File: src/verilog/fog_pkg.sv
package fog_pkg;

	// data path width for error, offset, rate and accumulator sums
	localparam int unsigned WORD_W = 32;

	// half-period sequence of the error demodulator
	typedef enum logic [3:0] {
		IDLE         = 4'd0,
		// low half of the bias modulation
		WAIT_TRIG_L  = 4'd1,
		SETTLE_L     = 4'd2,
		ACQ_L        = 4'd3,
		RATE_PULSE_L = 4'd4,
		RAMP_PULSE_L = 4'd5,
		// high half of the bias modulation
		WAIT_TRIG_H  = 4'd6,
		SETTLE_H     = 4'd7,
		ACQ_H        = 4'd8,
		// end of period: error and sync pulse train
		ERR_GEN      = 4'd9,
		ERR_GEN_DLY  = 4'd10,
		RATE_PULSE_H = 4'd11,
		RAMP_PULSE_H = 4'd12
	} demod_state_e;

	// averaging selector, code n means 2**n samples per half
	typedef enum logic [2:0] {
		AVG_1  = 3'd0,
		AVG_2  = 3'd1,
		AVG_4  = 3'd2,
		AVG_8  = 3'd3,
		AVG_16 = 3'd4,
		AVG_32 = 3'd5,
		AVG_64 = 3'd6
	} avg_sel_e;

	// codes above this are clamped
	localparam int unsigned AVG_SEL_MAX = 6;

	// selector in effect out of reset
	localparam avg_sel_e AVG_SEL_RST = AVG_32;

endpackage

File: src/verilog/fog_avg_decode.sv
module fog_avg_decode #(
	parameter int ADC_BIT = 14
) (
	input  logic                                  i_clk,
	input  logic                                  i_rst_n,
	input  logic                                  i_status,
	input  logic                                  i_polarity,
	input  logic                                  i_trig,
	input  logic [fog_pkg::WORD_W-1:0]            i_wait_cnt,
	input  logic signed [fog_pkg::WORD_W-1:0]     i_err_offset,
	input  logic signed [ADC_BIT-1:0]             i_adc_data,
	input  fog_pkg::avg_sel_e                     i_avg_sel,
	output logic                                  o_status,
	output logic                                  o_polarity,
	output logic                                  o_trig,
	output logic [fog_pkg::WORD_W-1:0]            o_wait_cnt,
	output logic signed [fog_pkg::WORD_W-1:0]     o_err_offset,
	output logic signed [fog_pkg::WORD_W-1:0]     o_adc,
	output logic [6:0]                            o_avg_cnt,
	output logic [2:0]                            o_avg_shift
);

	import fog_pkg::*;

	avg_sel_e   r_avg_sel;
	logic [2:0] sel_code;

	// control inputs, one register stage
	always_ff @(posedge i_clk or negedge i_rst_n) begin
		if (!i_rst_n) begin
			o_status     <= 1'b0;
			o_polarity   <= 1'b1;
			o_trig       <= 1'b0;
			o_wait_cnt   <= '0;
			o_err_offset <= '0;
			r_avg_sel    <= AVG_SEL_RST;
		end else begin
			o_status     <= i_status;
			o_polarity   <= i_polarity;
			o_trig       <= i_trig;
			o_wait_cnt   <= i_wait_cnt;
			o_err_offset <= i_err_offset;
			r_avg_sel    <= i_avg_sel;
		end
	end

	// sample word, sign bit replicated up to the data path width
	always_ff @(posedge i_clk) begin
		o_adc <= {{(WORD_W-ADC_BIT){i_adc_data[ADC_BIT-1]}}, i_adc_data};
	end

	// codes 7 and up behave as 64 samples
	always_comb begin
		if (r_avg_sel > AVG_SEL_MAX)
			sel_code = 3'(AVG_SEL_MAX);
		else
			sel_code = r_avg_sel;
	end

	always_ff @(posedge i_clk or negedge i_rst_n) begin
		if (!i_rst_n) begin
			o_avg_cnt   <= 7'd1 << AVG_SEL_RST;
			o_avg_shift <= AVG_SEL_RST;
		end else begin
			o_avg_cnt   <= 7'd1 << sel_code;
			o_avg_shift <= sel_code;
		end
	end

	// the shift must divide the sum by exactly the sample count
	a_cnt_pow2: assert property (@(posedge i_clk) disable iff (!i_rst_n)
		o_avg_cnt == (7'd1 << o_avg_shift))
		else $error("avg count %0d does not match shift %0d", o_avg_cnt, o_avg_shift);

endmodule

File: src/verilog/fog_err_demod.sv
module fog_err_demod (
	input  logic                                  i_clk,
	input  logic                                  i_rst_n,
	input  logic                                  i_status,
	input  logic                                  i_polarity,
	input  logic                                  i_trig,
	input  logic [fog_pkg::WORD_W-1:0]            i_wait_cnt,
	input  logic signed [fog_pkg::WORD_W-1:0]     i_err_offset,
	input  logic signed [fog_pkg::WORD_W-1:0]     i_adc,
	input  logic [6:0]                            i_avg_cnt,
	input  logic [2:0]                            i_avg_shift,
	output logic signed [fog_pkg::WORD_W-1:0]     o_err,
	output logic                                  o_step_sync,
	output logic                                  o_step_sync_dly,
	output logic                                  o_rate_sync,
	output logic                                  o_ramp_sync
);

	import fog_pkg::*;

	demod_state_e state;
	demod_state_e state_nxt;

	// shared settle and sample down-counter
	logic [WORD_W-1:0]        cnt;
	logic                     cnt_zero;
	logic signed [WORD_W-1:0] acc;
	logic signed [WORD_W-1:0] avg_cur;
	logic signed [WORD_W-1:0] avg_l;
	logic signed [WORD_W-1:0] avg_h;
	logic signed [WORD_W-1:0] err_diff;

	assign cnt_zero = (cnt == '0);
	assign avg_cur  = acc >>> i_avg_shift;
	assign err_diff = avg_h - avg_l;

	always_ff @(posedge i_clk or negedge i_rst_n) begin
		if (!i_rst_n)
			state <= IDLE;
		else
			state <= state_nxt;
	end

	always_comb begin
		state_nxt = state;
		case (state)
			IDLE: begin
				if (i_status)
					state_nxt = WAIT_TRIG_L;
			end
			WAIT_TRIG_L: begin
				if (i_trig)
					state_nxt = SETTLE_L;
			end
			SETTLE_L: begin
				if (cnt_zero)
					state_nxt = ACQ_L;
			end
			ACQ_L: begin
				if (cnt_zero)
					state_nxt = RATE_PULSE_L;
			end
			RATE_PULSE_L: state_nxt = RAMP_PULSE_L;
			RAMP_PULSE_L: state_nxt = WAIT_TRIG_H;
			WAIT_TRIG_H: begin
				if (i_trig)
					state_nxt = SETTLE_H;
			end
			SETTLE_H: begin
				if (cnt_zero)
					state_nxt = ACQ_H;
			end
			ACQ_H: begin
				if (cnt_zero)
					state_nxt = ERR_GEN;
			end
			ERR_GEN:      state_nxt = ERR_GEN_DLY;
			ERR_GEN_DLY:  state_nxt = RATE_PULSE_H;
			RATE_PULSE_H: state_nxt = RAMP_PULSE_H;
			RAMP_PULSE_H: state_nxt = WAIT_TRIG_L;
			default:      state_nxt = IDLE;
		endcase
		// disabled loop parks in idle
		if (!i_status)
			state_nxt = IDLE;
	end

	// counter, accumulator and error word
	always_ff @(posedge i_clk or negedge i_rst_n) begin
		if (!i_rst_n) begin
			cnt   <= '0;
			acc   <= '0;
			o_err <= '0;
		end else begin
			case (state)
				IDLE: begin
					cnt <= '0;
					acc <= '0;
				end
				WAIT_TRIG_L, WAIT_TRIG_H: begin
					cnt <= i_wait_cnt;
					acc <= '0;
				end
				SETTLE_L, SETTLE_H: begin
					if (!cnt_zero)
						cnt <= cnt - 1'b1;
					else
						cnt <= WORD_W'(i_avg_cnt);
				end
				ACQ_L, ACQ_H: begin
					if (!cnt_zero) begin
						cnt <= cnt - 1'b1;
						acc <= acc + i_adc;
					end
				end
				ERR_GEN: begin
					// polarity set flips the sign
					if (i_polarity)
						o_err <= -err_diff;
					else
						o_err <= err_diff;
				end
				default: begin
				end
			endcase
		end
	end

	// half averages, stored on the last acquisition cycle
	always_ff @(posedge i_clk) begin
		if (state == ACQ_L && cnt_zero)
			avg_l <= avg_cur;
		if (state == ACQ_H && cnt_zero)
			avg_h <= avg_cur + i_err_offset;
	end

	// one-cycle pulse train, one state behind the fsm
	always_ff @(posedge i_clk or negedge i_rst_n) begin
		if (!i_rst_n) begin
			o_step_sync     <= 1'b0;
			o_step_sync_dly <= 1'b0;
			o_rate_sync     <= 1'b0;
			o_ramp_sync     <= 1'b0;
		end else begin
			o_step_sync     <= (state == ERR_GEN);
			o_step_sync_dly <= (state == ERR_GEN_DLY);
			o_rate_sync     <= (state == RATE_PULSE_L) || (state == RATE_PULSE_H);
			o_ramp_sync     <= (state == RAMP_PULSE_L) || (state == RAMP_PULSE_H);
		end
	end

	a_sync_onehot: assert property (@(posedge i_clk) disable iff (!i_rst_n)
		$onehot0({o_step_sync, o_step_sync_dly, o_rate_sync, o_ramp_sync}))
		else $error("overlapping sync pulses");

	a_ramp_after_rate: assert property (@(posedge i_clk) disable iff (!i_rst_n)
		o_ramp_sync |-> $past(o_rate_sync))
		else $error("ramp sync without rate sync on the previous cycle");

endmodule

File: src/verilog/fog_ramp_gen.sv
module fog_ramp_gen #(
	parameter int RAMP_BIT   = 16,
	parameter int GAIN_SHIFT = 4
) (
	input  logic                                  i_clk,
	input  logic                                  i_rst_n,
	input  logic signed [fog_pkg::WORD_W-1:0]     i_err,
	input  logic                                  i_step_sync_dly,
	input  logic                                  i_ramp_sync,
	output logic signed [fog_pkg::WORD_W-1:0]     o_rate,
	output logic [RAMP_BIT-1:0]                   o_ramp
);

	import fog_pkg::*;

	// loop gain as a plain right shift
	logic signed [WORD_W-1:0] err_scaled;
	logic [RAMP_BIT-1:0]      ramp_step;

	assign err_scaled = i_err >>> GAIN_SHIFT;
	assign ramp_step  = o_rate[RAMP_BIT-1:0];

	// rate integrator, once per modulation period
	always_ff @(posedge i_clk or negedge i_rst_n) begin
		if (!i_rst_n)
			o_rate <= '0;
		else if (i_step_sync_dly)
			o_rate <= o_rate + err_scaled;
	end

	// serrodyne phase ramp, wraps through the natural overflow
	always_ff @(posedge i_clk or negedge i_rst_n) begin
		if (!i_rst_n)
			o_ramp <= '0;
		else if (i_ramp_sync)
			o_ramp <= o_ramp + ramp_step;
	end

	a_ramp_hold: assert property (@(posedge i_clk) disable iff (!i_rst_n)
		!$past(i_ramp_sync) |-> (o_ramp == $past(o_ramp)))
		else $error("ramp moved without a ramp sync");

endmodule

File: src/verilog/fog_top.sv
module fog_top #(
	parameter int ADC_BIT    = 14,
	parameter int RAMP_BIT   = 16,
	parameter int GAIN_SHIFT = 4
) (
	input  logic                                  i_clk,
	input  logic                                  i_rst_n,
	input  logic                                  i_status,
	input  logic                                  i_polarity,
	input  logic                                  i_trig,
	input  logic [fog_pkg::WORD_W-1:0]            i_wait_cnt,
	input  logic signed [fog_pkg::WORD_W-1:0]     i_err_offset,
	input  logic signed [ADC_BIT-1:0]             i_adc_data,
	input  logic [2:0]                            i_avg_sel,
	output logic signed [fog_pkg::WORD_W-1:0]     o_err,
	output logic                                  o_step_sync,
	output logic                                  o_step_sync_dly,
	output logic                                  o_rate_sync,
	output logic                                  o_ramp_sync,
	output logic signed [fog_pkg::WORD_W-1:0]     o_rate,
	output logic [RAMP_BIT-1:0]                   o_ramp
);

	import fog_pkg::*;

	// registered controls from decode
	logic                     r_status;
	logic                     r_polarity;
	logic                     r_trig;
	logic [WORD_W-1:0]        r_wait_cnt;
	logic signed [WORD_W-1:0] r_err_offset;
	logic signed [WORD_W-1:0] r_adc;
	logic [6:0]               r_avg_cnt;
	logic [2:0]               r_avg_shift;

	fog_avg_decode #(
		.ADC_BIT(ADC_BIT)
	) u_decode (
		.i_clk        (i_clk),
		.i_rst_n      (i_rst_n),
		.i_status     (i_status),
		.i_polarity   (i_polarity),
		.i_trig       (i_trig),
		.i_wait_cnt   (i_wait_cnt),
		.i_err_offset (i_err_offset),
		.i_adc_data   (i_adc_data),
		.i_avg_sel    (avg_sel_e'(i_avg_sel)),
		.o_status     (r_status),
		.o_polarity   (r_polarity),
		.o_trig       (r_trig),
		.o_wait_cnt   (r_wait_cnt),
		.o_err_offset (r_err_offset),
		.o_adc        (r_adc),
		.o_avg_cnt    (r_avg_cnt),
		.o_avg_shift  (r_avg_shift)
	);

	fog_err_demod u_demod (
		.i_clk           (i_clk),
		.i_rst_n         (i_rst_n),
		.i_status        (r_status),
		.i_polarity      (r_polarity),
		.i_trig          (r_trig),
		.i_wait_cnt      (r_wait_cnt),
		.i_err_offset    (r_err_offset),
		.i_adc           (r_adc),
		.i_avg_cnt       (r_avg_cnt),
		.i_avg_shift     (r_avg_shift),
		.o_err           (o_err),
		.o_step_sync     (o_step_sync),
		.o_step_sync_dly (o_step_sync_dly),
		.o_rate_sync     (o_rate_sync),
		.o_ramp_sync     (o_ramp_sync)
	);

	fog_ramp_gen #(
		.RAMP_BIT   (RAMP_BIT),
		.GAIN_SHIFT (GAIN_SHIFT)
	) u_ramp (
		.i_clk           (i_clk),
		.i_rst_n         (i_rst_n),
		.i_err           (o_err),
		.i_step_sync_dly (o_step_sync_dly),
		.i_ramp_sync     (o_ramp_sync),
		.o_rate          (o_rate),
		.o_ramp          (o_ramp)
	);

endmodule
File: config.mk
export PLATFORM = sky130hd
export DESIGN_NAME = fog_top
export DESIGN_NICKNAME = d
export VERILOG_FILES = /design/src/verilog/fog_pkg.sv /design/src/verilog/fog_avg_decode.sv /design/src/verilog/fog_err_demod.sv /design/src/verilog/fog_ramp_gen.sv /design/src/verilog/fog_top.sv
export SDC_FILE = /design/constraint.sdc
export NUM_CORES = 1
export LEC_CHECK = 0
export CAP_MARGIN = 0
export CORE_ASPECT_RATIO = 1.5
export CORE_MARGIN = 1.5
export CORE_UTILIZATION = 50
export CTS_BUF_LIST = sky130_fd_sc_hd__clkbuf_16
export DETAILED_ROUTE_END_ITERATION = 12
export DONT_BUFFER_PORTS = 1
export PLACE_DENSITY = 0.65
export SYNTH_ARGS = -nofsm -noshare
export SYNTH_HDL_FRONTEND = slang
export SYNTH_SLANG_ARGS = --single-unit
File: constraint.sdc
create_clock -name i_clk -period 8.4 [get_ports i_clk]
set_clock_uncertainty 0.2 [all_clocks]
set_input_delay 0.84 -clock i_clk [delete_from_list [all_inputs] [get_ports i_clk]]
set_output_delay 0.84 -clock i_clk [all_outputs]
set_load 0.02 [all_outputs]
# Word level (Yosys, flattened, before mapping)
# Cells that the tools add are included.
word_totals:
  reg_bits: 310
  inputBits: 86
  n_memories: 0
  rom_bits: 0
  word_cells: 81
  latch_bits: 0
  output_inout_bits: 84
  ramBits: 0
op_classes:
  n_addsub: 7
  eq_ne: 19
  mux: 15
  shifts: 2
  bitwise: 0
  reduce_logical: 16
  magnitude_cmp: 1
  div: 0
  n_mul: 0
ops:
  columns: ["operator", "n"]
  rows:
  - ["2-to-1 mux 32 bit", 4]
  - ["one-hot mux 32 bit (4 select lines)", 1]
  - ["one-hot mux 32 bit (2 select lines)", 1]
  - ["one-hot mux 4 bit (12 select lines)", 1]
  - ["adder 32 x 14 -> 32 bit", 1]
  - ["adder 32 x 28 -> 32 bit", 1]
  - ["adder 32 bit", 1]
  - ["zero test 32 bit", 1]
  - ["negation 32 bit", 1]
  - [">>> shifter 32 x 3 -> 32 bit", 1]
  - ["subtractor 32 x 1 -> 32 bit (second input constant)", 1]
  - ["subtractor 32 bit", 1]
  - ["2-to-1 mux 4 bit", 7]
  - ["== test 4 bit (second input constant)", 5]
  - ["adder 16 bit", 1]
  - ["== test 4 x 3 -> 1 bit (second input constant)", 4]
  - ["!= test 3 x 2 -> 1 bit (second input constant)", 4]
  - ["== test 4 x 2 -> 1 bit (second input constant)", 2]
  - ["OR reduction 2 bit", 4]
  - ["<< shifter 1 x 3 -> 7 bit (first input constant)", 1]
  - ["!= test 3 bit (second input constant)", 2]
  - ["AND reduction 6 bit", 1]
  - ["== test 4 x 1 -> 1 bit (second input constant)", 1]
  - ["zero test 4 bit", 1]
  - ["other kinds (9)", 12]

# Logic depth before layout (Yosys ltp)
# Gate-level depths: netlist (run 1).
logic_depth:
  ltp_word: 4
  mapped_depth: 20
  depth_no_buf: 18

# Cells and area by module
# Synthesis (run 1) repeated with hierarchy kept, for this count alone.
unflattened:
  hier_cells: 2039
  hier_area_um2: 19975.4
modules_own_cells:
  columns: ["mod", "cells_per_inst", "area_per_inst_um2", "n_inst", "seq_area_each_um2"]
  rows:
  - ["fog_err_demod", 1474, 13429.1, 1, 4524.3]
  - ["fog_ramp_gen", 443, 4051.4, 1, 1201.2]
  - ["fog_avg_decode", 122, 2494.9, 1, 2289.7]

# Worst setup path after synthesis (run 1)
# OpenSTA, ideal clock, no wires.
synth_path:
  path_type: "flip-flop to flip-flop"
  startpoint: "register u_demod.cnt[0]"
  endpoint: "register u_demod.avg_l[0], enable pin"
  setup_ns: 0.502
  path_slack_ns: 2.605
  stages_incl_launch_ff: 8
  t_arrival_ns: 5.093
  required_ns: 7.698
  path_buffers: 0
  cell_sequence: "dfrtp_1 -> inv_1 -> ha_1 -> nor3b_1 -> nand2_1 -> nor4_1 -> nand3_1 -> nor4_1"
synth_via:
  elab_chain_len: 2
synth_lines:
  columns: ["element", "line_no", "rtl"]
  rows:
  - ["start: declaration", "fog_err_demod.sv:25", "logic [WORD_W-1:0] cnt;"]
  - ["start signal: assignment", "fog_err_demod.sv:101", "cnt <= i_wait_cnt;"]
  - ["start signal: assignment", "fog_err_demod.sv:106", "cnt <= cnt - 1'b1;"]
  - ["start signal: assignment", "fog_err_demod.sv:108", "cnt <= WORD_W'(i_avg_cnt);"]
  - ["zero test 32 bit", "fog_err_demod.sv:33", "assign cnt_zero = (cnt == '0);"]
  - ["logical AND 1 bit", "fog_err_demod.sv:131", "if (state == ACQ_L && cnt_zero)"]
  - ["end signal: assignment", "fog_err_demod.sv:132", "avg_l <= avg_cur;"]
  - ["end: declaration", "fog_err_demod.sv:29", "logic signed [WORD_W-1:0] avg_l;"]
# Every way passes these cells.
# A chain may end at the register's enable or synchronous reset.

# Final worst setup path (run 1)
layout_path:
  startpoint: "register u_decode.o_avg_shift[2]"
  endpoint: "register u_demod.avg_h[28], data pin"
layout_via:
  elab_chain_len: 2
layout_lines:
  columns: ["element", "line_no", "rtl"]
  rows:
  - ["start: declaration", "fog_avg_decode.sv:20", "output logic [2:0] o_avg_shift"]
  - ["start signal: assignment", "fog_avg_decode.sv:66", "o_avg_shift <= sel_code;"]
  - [">>> shifter 32 x 3 -> 32 bit", "fog_err_demod.sv:34", "assign avg_cur = acc >>> i_avg_shift;"]
  - ["via u_demod.avg_cur[0]", "fog_err_demod.sv:28", "logic signed [WORD_W-1:0] avg_cur;"]
  - ["adder 32 bit", "fog_err_demod.sv:134", "avg_h <= avg_cur + i_err_offset;"]
  - ["end signal: assignment", "fog_err_demod.sv:134", null]
  - ["end: declaration", "fog_err_demod.sv:30", "logic signed [WORD_W-1:0] avg_h;"]
# The timed path passes the listed nets, and every way through them passes these cells.

==> out/metrics.cfg, run 1 <==
[run_status]
status = complete, but fails checks
failed_checks = negative hold slack

[global_route]
antenna_found_initial = 4
grt_pass1_wl_um = 69600
grt_max_degree = 233
grt_usage_pct = 21.0
gr-total-overflow = 0
first_global_vias = 14300

[timing]
slew_headroom_pct = 2.76
tns_ns = 0
rsz0062_at_grt = false
hold_slack_ns = -0.0708
fin_crit_sh_pct = 68.6
hold_violations = 5
tightest_slew_ns = 1.46
finalCriticalPeriod_ns = 5.76
timing.fmax_mhz = 173
setup_viol = 0
finalMaxSlewViolations = 0

[placed_design]
placed_area_mm2 = 0.0198
numPortBuffers = 0
gp_congestion = 0.893
hpwl_um = 31300
dp.cells = 2417

[synthesis]
synth_area_per_cell_um2 = 9.75
async_reset_ff_share_pct = 74.8
synth_edf_count = 64
yosys-top-cells-count = dfrtp_1 (226), o21ai_0 (190), ha_1 (141)
synth_top_area_share_pct = 29.4
syn_area_mm2 = 0.0193
synth_nets = 2208
yosys_register_bits = 310
syn_inst = 1976
synth_most_common_cell = dfrtp_1
ys.warnings.count = 0
ys_types = 79
yosysTopAreaCell = dfrtp_1
synth.area.top_cells = dfrtp_1 (29%), edfxtp_1 (10%), ha_1 (9.2%), o21ai_0 (4.9%), xnor2_1 (3.8%)
ys_seq_area_share_pct = 41.6
synthFlopType = dfrtp_1

[cts]
cts_tree = done
clockBufferDepth = 3
path_clk_slew_ns = 0.06
cts_setup_buffers = 0
clock_sinks = 310
htreeDepth = 1
numCtsBuffers = 31
clk_latency_ns = 0.60
clock-root-buffer = clkbuf_16

[layout]
drive_above_1_share_pct = 8.75
stdcell_count = 2482
nNetsFinal = 2196
final_design_area_no_fill_mm2 = 0.0209
syn_to_final_growth_pct = 8.37

[setup_path]
crit_arrival_ns = 5.89
critPathCapture = u_demod.avg_h[28]
cp.required_ns = 8.53
worst-path-max-fanout = 26
timing.rr.start = u_decode.o_avg_shift[2]
critPathLaunchType = flip-flop
rrSetupSlack_ns = 2.64
cp-startpoint = u_decode.o_avg_shift[2]
critPathKind = reg2reg
reg2regPathDepth = 16
cp-end-kind = flip-flop
r2r-end = u_demod.avg_h[28]

[drt]
drc = 0
drt-wirelength-per-cell_um = 16.9
vias = 14500
ant_nets = 0
drt_pass1_iterations = 5
routed_wirelength_um = 41900
viasPerCell = 5.86
drtIter0Drc = 676

[floorplan]
start_util_pct = 51.0
rows = 87
fp.dieH_um = 243
coreArea_mm2 = 0.0378
dieArea_mm2 = 0.0397
io_pins = 170
die-width_um = 163

[power]
ir_drop_v = 0.000144
total_power_mw = 3.45
p_leak_nw = 9.43
power_density_mw_per_mm2 = 165

[run]
cap_violations = 0

[min_path]
hold_path.class = in2async

## worst min path at each step
stage	cells after the start	slack, ns	end	start
detailed placement	0	0.22	u_decode.o_avg_shift[2]	u_decode.r_avg_sel[2]
floorplan	1	0.26	u_demod.state[2]	u_decode.o_status
finish	1	-0.07	u_ramp.o_rate[28]	i_rst_n
global placement	0	0.22	u_decode.o_avg_shift[2]	u_decode.r_avg_sel[2]
global route	0	0.002	u_decode.o_polarity	i_polarity
CTS	0	0.0003	u_decode.o_polarity	i_polarity
## per-stage QoR
step	hold WS [ns]	util, %	setup slack [ns]
after global routing	0.00151	55.3	2.11
after detailed placement	0.224	52.4	2.64
after floorplan	0.257	-	2.61
after global placement	0.219	52.4	2.79
after CTS	0.000280	55.2	2.61
final	-0.0708	55.3	2.64
## routing by layer
layer	track usage [%]	up-vias	share of wire (%)
met5	0	-	0
met4	6.13	0	2.4
met3	3.58	62	5.1
met2	37.1	297	50
met1	26.1	6918	42
li1	-	7264	-
## registers in the layout, summed over array words and instances, names as in the netlist, 7 cells and up
signal / count
u_decode.o_err_offset: 32
u_demod.cnt: 32
u_decode.o_wait_cnt: 32
u_demod.avg_l: 32
u_decode.o_adc: 14
u_ramp.o_rate: 32
u_demod.acc: 32
u_decode.o_avg_cnt: 7
u_demod.avg_h: 32
u_ramp.o_ramp: 16
u_demod.o_err: 32
## layout by cell type (no fill, tap or decap), types with 17 or more instances in the layout
cell type  Yosys  layout
dfrtp_1      226     225
o21ai_0      190     190
ha_1         141     141
nand2_1      138     138
nor2_1       137     137
a21oi_1      133     132
inv_1        101     104
xnor2_1       83      83
edfxtp_1      64      64
xor2_1        62      62
mux2_2        57      57
nor3_1        50      50
a21o_1        43      43
clkbuf_16      0      31
nand3_1       31      30
a22o_1        24      24
nor2b_1       22      22
o21bai_1      20      20
mux2i_1       18      18
a211oi_1      18      18
nand2b_1      18      18
a22oi_1       19      18
o21a_1        17      17
o21ai_1       18      17
## kinds of logic (layout without fill, tap and decap cells)
kind of cell             after synthesis  after routing  share of synthesized area [%]
multiplexers                          86             86                           5.55
flip-flops                           310            310                           41.6
AO/OA/AOI/OAI                        616            616                           20.4
XOR/XNOR                             145            145                           6.59
buffers and inverters                165            178                           3.22
other                                  0              4                              0
adder cells (fa/ha/maj)              147            147                           9.73
AND/OR/NAND/NOR                      507            507                           12.9
## cell type report
type	count	area (um^2)
Antenna cell	4	10.0
Clock buffer	31	776
Clock inverter	27	263
Fill cell	3314	16900
Inverter	103	387
Multi-Input combinational cell	1501	10700
Sequential cell	310	8020
Tap cell	489	612
Timing Repair Buffer	17	153
## timing repair
action	CTS	global route
resized for setup	0	0
endpoints found under the setup margin	0	0
hold endpoints to repair	233	1
hold buffers	2	1
## report_power, final
| group | internal (mW) | leakage [nW] | switching, mW |
|---|---|---|---|
| registers | 1.59 | 3.72 | 0.0453 |
| logic | 0.160 | 5.21 | 0.242 |
| clock network | 0.781 | 0.511 | 0.631 |
| total | 2.53 | 9.43 | 0.918 |
## worst max-delay path, cell delays in order (launching register included)
cell and delay, ns:
dfstp_2 0.76, clkinv_1 0.73, mux4_2 0.75, ha_1 0.24, inv_1 0.08, fa_1 0.21
nor2b_1 0.08, o31a_1 0.28, o21ai_0 0.28, nand3_1 0.16, a31oi_1 0.40, o21ai_0 0.23
o41ai_1 0.40, o21ai_0 0.23, nor4_1 0.21, nor3_1 0.11, xor2_1 0.14
Power figures use the tool's default switching activity.
==> run 2, diff against run 1 <==
Clock period 8.4 ns to 5.5 ns, I/O delays scaled along.
==> run 2 against run 1 <==
The flow still finishes with violations (negative hold slack). Register-to-register slack worse by 2.3 ns. Sequential cell count unchanged. Combinational power up 59%. Via count up 2.9%. Core utilization up 2.3 points. Largest cell class unchanged. Maximum frequency up 12%. Die area unchanged. Cell area up 4.2%. Sequential power up 52%.
==> out/metrics.cfg, run 2 (synthesis results as in run 1) <==
[setup_path]
critPathKind = reg2reg
cp_num_buf_inv = 1  ; -1
cp-end-kind = flip-flop
cp-startpoint = u_decode.o_avg_shift[1]
critPathLaunchType = flip-flop
crit_chain = buf_4 > mux2_2 > mux4_2 > ha_1 > a21oi_1 > nor2b_1 > o21ai_0 > nand3_1 > a31oi_1 > o21ai_0 > o41ai_1 > o21ai_0 > nor4_1 > nor3_1 > xor2_1
path_common_cell = o21ai_0
crit_family = compound AO/OA/AOI/OAI gates
slowest_stage = dfrtp_1
crit_arrival_ns = 5.23  ; -0.66 ns
timing.rr.start = u_decode.o_avg_shift[1]
worst-path-max-fanout = 21  ; -19%
slowest_delay_ns = 0.71  ; -0.05 ns
cp.required_ns = 5.57  ; -2.96 ns

[global_route]
antenna_found_initial = 0  ; -4
grt_max_degree = 233  ; unchanged
grt_pass1_wl_um = 71700  ; +3.2%
grt_usage_pct = 21.9  ; +0.82 points
first_global_vias = 14700  ; +2.8%
gr-total-overflow = 0  ; unchanged

[timing]
tns_ns = 0  ; unchanged
rsz0062_at_grt = false
timing.fmax_mhz = 194  ; +12%
hold_violations = 232  ; +227
fin_ws_ns = 0.342  ; -2.29 ns
hold_slack_ns = -0.477  ; -0.406 ns
slew_headroom_pct = 30.3  ; +28 points
tightest_slew_ns = 1.05  ; -0.413 ns
finalCriticalPeriod_ns = 5.16  ; -0.607 ns
finalMaxSlewViolations = 0  ; unchanged
setup_viol = 0  ; unchanged
fin_crit_sh_pct = 93.8  ; +25 points

[cts]
cts_tree = done
htreeDepth = 2  ; +1
numCtsBuffers = 34  ; +9.7%
clockBufferDepth = 3  ; unchanged
clock-root-buffer = clkbuf_16
cts_resized = 0  ; unchanged
clock_sinks = 310  ; unchanged
cts_hold_buf = 84  ; +82
cts_setup_buffers = 0  ; unchanged
clk_latency_ns = 0.54  ; -0.06 ns
path_clk_slew_ns = 0.06  ; about the same

[drt]
routed_wirelength_um = 43300  ; +3.4%
ant_nets = 0  ; unchanged
viasPerCell = 5.83  ; -0.52%
drt-wirelength-per-cell_um = 16.9  ; about the same
drt_pass1_iterations = 5  ; unchanged
vias = 15000  ; +2.9%
drc = 0  ; unchanged
drtIter0Drc = 732  ; +8.3%

[floorplan]
coreArea_mm2 = 0.0378  ; unchanged
die-width_um = 163  ; unchanged
start_util_pct = 51.0  ; unchanged
rows = 87  ; unchanged
dieArea_mm2 = 0.0397  ; unchanged
io_pins = 170  ; unchanged
fp.dieH_um = 243  ; unchanged

[layout]
antenna_cells = 0  ; -4
n_fill_cell = 3260  ; -1.6%
multiInputGateArea_mm2 = 0.0107  ; +0.16%
syn_to_final_growth_pct = 12.9
drive_above_1_share_pct = 8.28  ; -0.47 points
final_common_cell = dfrtp_1
final_cell_mix = dfrtp_1 (225), o21ai_0 (190), ha_1 (141)
nNetsFinal = 2288  ; +4.2%
register_area_mm2 = 0.00802  ; unchanged
final_core_util_pct = 57.6  ; +2.3 points

[placed_design]
gp_congestion = 0.889  ; -0.46%
numPortBuffers = 0  ; unchanged
hpwl_um = 31700  ; +1.4%
post-place-ws_ns = 0.372  ; -2.27 ns

[run_status]
failed_checks = negative hold slack
status = complete, but fails checks

[power]
p_leak_nw = 9.84  ; +4.3%
ir_drop_v = 0.000250  ; +74%
power_density_mw_per_mm2 = 244  ; +48%

[min_path]
hold_path.class = in2async

[run]
cap_violations = 0  ; unchanged

[run 2: layout make-up]
type	count	share of cell area (%)
Timing Repair Buffer	106	4.63
Multi-Input combinational cell	1501	49.1
Inverter	103	1.78
Tap cell	489	2.81
Sequential cell	310	36.9
Clock buffer	36	4.14
Clock inverter	22	0.702
[run 2: routing by layer]
layer / routed length (um) / part of all wire, % / vias to the layer above / global-route usage (%)
met3: 1870 / 4.3 / 77 / 3.25
met4: 1260 / 2.9 / 0 / 7.72
met2: 21800 / 50 / 312 / 38.2
li1: - / - / 7438 / -
met5: 0 / 0 / - / 0
met1: 18400 / 42 / 7134 / 27.1
[run 2: stage by stage]
step                hold WS [ns]  std cells  instance area [um^2]  total power, mW
finish                    -0.477       2567                 21700             5.31
global route              -0.501       2567                 21700             5.55
CTS                       -0.502       2567                 21700             5.37
detailed placement        0.0605       2425                 19900             3.12
global placement          0.0602       2425                 19900             3.11
floorplan                 0.0544       1976                 19300             2.98
[run 2: power by group]
| group | switching, mW | internal [mW] |
|---|---|---|
| registers | 0.0665 | 2.43 |
| logic | 0.356 | 0.285 |
| clock network | 0.906 | 1.27 |
[run 2: worst register-to-register path: cells and delay by family, from the launching register on]
family | cells | cell delay, ns
buffers and inverters | 1 | 0.38
AOI/OAI and AO/OA | 6 | 1.60
muxes | 2 | 0.90
DFF | 1 | 0.71
xor gates and xnor gates | 1 | 0.16
adders and majority gates | 1 | 0.36
and+or+nand+nor | 4 | 0.60
[run 2: final timing paths]
check | depth (start not counted) | to | slack (ns)
min in group i_clk | 0 | u_decode.o_avg_shift[2] | 0.22
max | 15 | u_demod.avg_h[28] | 0.34
max in group asynchronous | 0 | u_decode.o_avg_shift[0] | 5.22
max reg2reg | 15 | u_demod.avg_h[28] | 0.34
min reg2reg | 0 | u_decode.o_avg_shift[2] | 0.22
min | 0 | u_decode.o_err_offset[22] | -0.48
==> run 3, diff against run 2 <==
Settings changed: ABC_AREA set to 1.
==> run 3 against run 2 <==
The run still ends with negative hold slack left. Core utilization is 0.69 points lower. Count of clock-buffer cells in the layout decreased by 1. Routed wire length up 39%. Sequential power rose by 27%. Die area grew 11%. Synthesized cell count rose by 47%. Register-to-register slack improved by 0.80 ns. Power increased by 56%. Clock power rose by 7%. Critical path type unchanged. Largest cell class unchanged. Highest routed layer unchanged.
==> out/metrics.cfg, run 3 <==
[synthesis]
ys_types = 59  ; -25%
syn_inst = 2902  ; +47%
async_reset_ff_share_pct = 74.8  ; unchanged
synth_top_area_share_pct = 26.4  ; -3.0 points
synth_edf_count = 64  ; unchanged
syn_area_mm2 = 0.0215  ; +11%
synthFlopType = dfrtp_1
synth_most_common_cell = nand2_1
yosys_register_bits = 310  ; unchanged
synth.area.top_cells = dfrtp_1 (26%), nand2_1 (14%), edfxtp_1 (9.0%), ha_1 (8.2%), inv_1 (6.4%)
synth_area_per_cell_um2 = 7.39  ; -24%
yosysTopAreaCell = dfrtp_1
ys_seq_area_share_pct = 37.4  ; -4.3 points
yosys-top-cells-count = nand2_1 (811), inv_1 (364), nor2_1 (228)
ys.warnings.count = 0  ; unchanged
synth_nets = 3134  ; +42%

[global_route]
grt_usage_pct = 27.6  ; +5.8 points
grt_pass1_wl_um = 95900  ; +34%
antenna_found_initial = 0  ; unchanged
first_global_vias = 19200  ; +30%
grt_max_degree = 233  ; unchanged
gr-total-overflow = 0  ; unchanged

[placed_design]
gp_congestion = 0.913  ; +2.8%
hpwl_um = 47900  ; +51%
dp.cells = 3422  ; +41%
numPortBuffers = 0  ; unchanged
post-place-ws_ns = 1.25  ; +0.878 ns

[setup_path]
crit_arrival_ns = 4.45  ; -0.78 ns
rrSetupSlack_ns = 1.14  ; +0.80 ns
critPathLaunchType = flip-flop
critPathKind = reg2reg
cp-end-kind = flip-flop
worst-path-max-fanout = 29  ; +38%
cp.required_ns = 5.59  ; +0.02 ns

[floorplan]
dieArea_mm2 = 0.0442  ; +11%
coreArea_mm2 = 0.0421  ; +12%
die-width_um = 172  ; +5.4%
fp.dieH_um = 257  ; +5.5%
io_pins = 170  ; unchanged
start_util_pct = 50.9  ; -0.063 points
rows = 92  ; +5.7%

[drt]
drc = 0  ; unchanged
drt_pass1_iterations = 6  ; +1
drt-wirelength-per-cell_um = 16.9  ; +0.35%
drtIter0Drc = 854  ; +17%
routed_wirelength_um = 60400  ; +39%
viasPerCell = 5.35  ; -8.3%
ant_nets = 0  ; unchanged
vias = 19100  ; +27%

[cts]
clockBufferDepth = 3  ; unchanged
clock_sinks = 310  ; unchanged
cts_tree = done
clk_latency_ns = 0.54  ; about the same
path_clk_slew_ns = 0.07  ; about the same
htreeDepth = 2  ; unchanged
cts_hold_buf = 84  ; unchanged
clock-root-buffer = clkbuf_16
numCtsBuffers = 34  ; unchanged
cts_resized = 0  ; unchanged

[layout]
final_cell_mix = nand2_1 (811), inv_1 (370), nor2_1 (228)
stdcell_count = 3567  ; +39%
final_common_cell = nand2_1
antenna_cells = 0  ; unchanged
nNetsFinal = 3210  ; +40%
syn_to_final_growth_pct = 11.7
n_fill_cell = 4024  ; +23%
final_core_util_pct = 56.9  ; -0.69 points
drive_above_1_share_pct = 5.86  ; -2.4 points

[run_status]
failed_checks = negative hold slack
status = complete, but fails checks

[timing]
hold_violations = 227  ; -2.2%
timing.fmax_mhz = 230  ; +18%
tightest_slew_ns = 1.06  ; +0.0159 ns
finalCriticalPeriod_ns = 4.36  ; -0.802 ns
rsz0062_at_grt = false
fin_crit_sh_pct = 79.2  ; -15 points
finalMaxSlewViolations = 0  ; unchanged
setup_viol = 0  ; unchanged
tns_ns = 0  ; unchanged
fin_ws_ns = 1.14  ; +0.802 ns
slew_headroom_pct = 29.1  ; -1.1 points
hold_slack_ns = -0.478  ; -0.00142 ns

[min_path]
hold_path.class = in2async

[power]
power_density_mw_per_mm2 = 346  ; +42%
p_leak_nw = 11.8  ; +20%
ir_drop_v = 0.000379  ; +51%

[run]
cap_violations = 0  ; unchanged

==> run 3: cells by family after synthesis <==
kind of cell / count (synthesis) / share of synthesized area [%]
xor+xnor: 123 / 5.02
buf+inv: 435 / 7.86
flops: 310 / 37.4
mux: 17 / 0.793
simple gates: 1336 / 26.4
fa+ha+maj: 146 / 8.69
compound gates: 535 / 13.8
==> run 3: layout make-up <==
type | count | area [um^2] | share of cell area, %
Clock inverter | 26 | 254 | 1.06
Tap cell | 564 | 706 | 2.94
Inverter | 380 | 1430 | 5.96
Sequential cell | 310 | 8020 | 33.4
Multi-Input combinational cell | 2157 | 11800 | 49.1
Clock buffer | 35 | 876 | 3.65
Timing Repair Buffer | 95 | 923 | 3.85
==> run 3: path summary, 6_finish.rpt <==
| path | from | end | cells after the start |
|---|---|---|---|
| worst min register to register | u_decode.r_avg_sel[2] | u_decode.o_avg_shift[2] | 0 |
| min in group i_clk | u_decode.r_avg_sel[2] | u_decode.o_avg_shift[2] | 0 |
| worst min-delay path | i_rst_n | u_ramp.o_rate[1] | 0 |
| worst max-delay path | u_decode.o_avg_shift[2] | u_demod.avg_h[20] | 14 |
| max in group asynchronous | i_rst_n | u_decode.o_err_offset[11] | 0 |
| worst max register to register | u_decode.o_avg_shift[2] | u_demod.avg_h[20] | 14 |
==> run 3: per-layer routing <==
layer  track usage [%]  vias up  routed length [um]
met3              3.10      155                1990
met1              28.7     8861               22900
met2              53.4      379               32200
met5                 0        -                   0
met4              13.6        0                3270
li1                  -     9677                   -
==> run 3: through the flow <==
stage          cell area [um^2]  power [mW]
2_1_floorplan             21500        5.27
6_report                  24000        8.30
3_3_place_gp              22000        5.89
5_1_grt                   24000        8.85
4_1_cts                   24000        8.36
3_5_place_dp              22000        5.94
==> run 3: repair_timing <==
item                                    in CTS  in global routing
endpoints found under the setup margin       0                  0
setup buffers                                0                  0
endpoints found under the hold margin      316                232
==> run 3: where the power goes <==
part	total [mW]	leakage (nW)	internal (mW)	switching (mW)
logic	2.79	7.54	0.975	1.81
clock network	2.34	0.577	1.36	0.981
registers	3.18	3.72	2.68	0.499
==> run 3: critical path: stages, from the launching register on <==
cell	delay (ns)
dfstp_2	0.82
inv_1	0.48
o21ai_0	0.22
a21oi_1	0.07
a21oi_1	0.25
ha_1	0.33
a21oi_1	0.14
o21ai_1	0.11
a21oi_1	0.38
o21ai_1	0.18
a21boi_0	0.38
o21bai_1	0.18
nand2_1	0.14
nand2_1	0.08
xor2_1	0.15
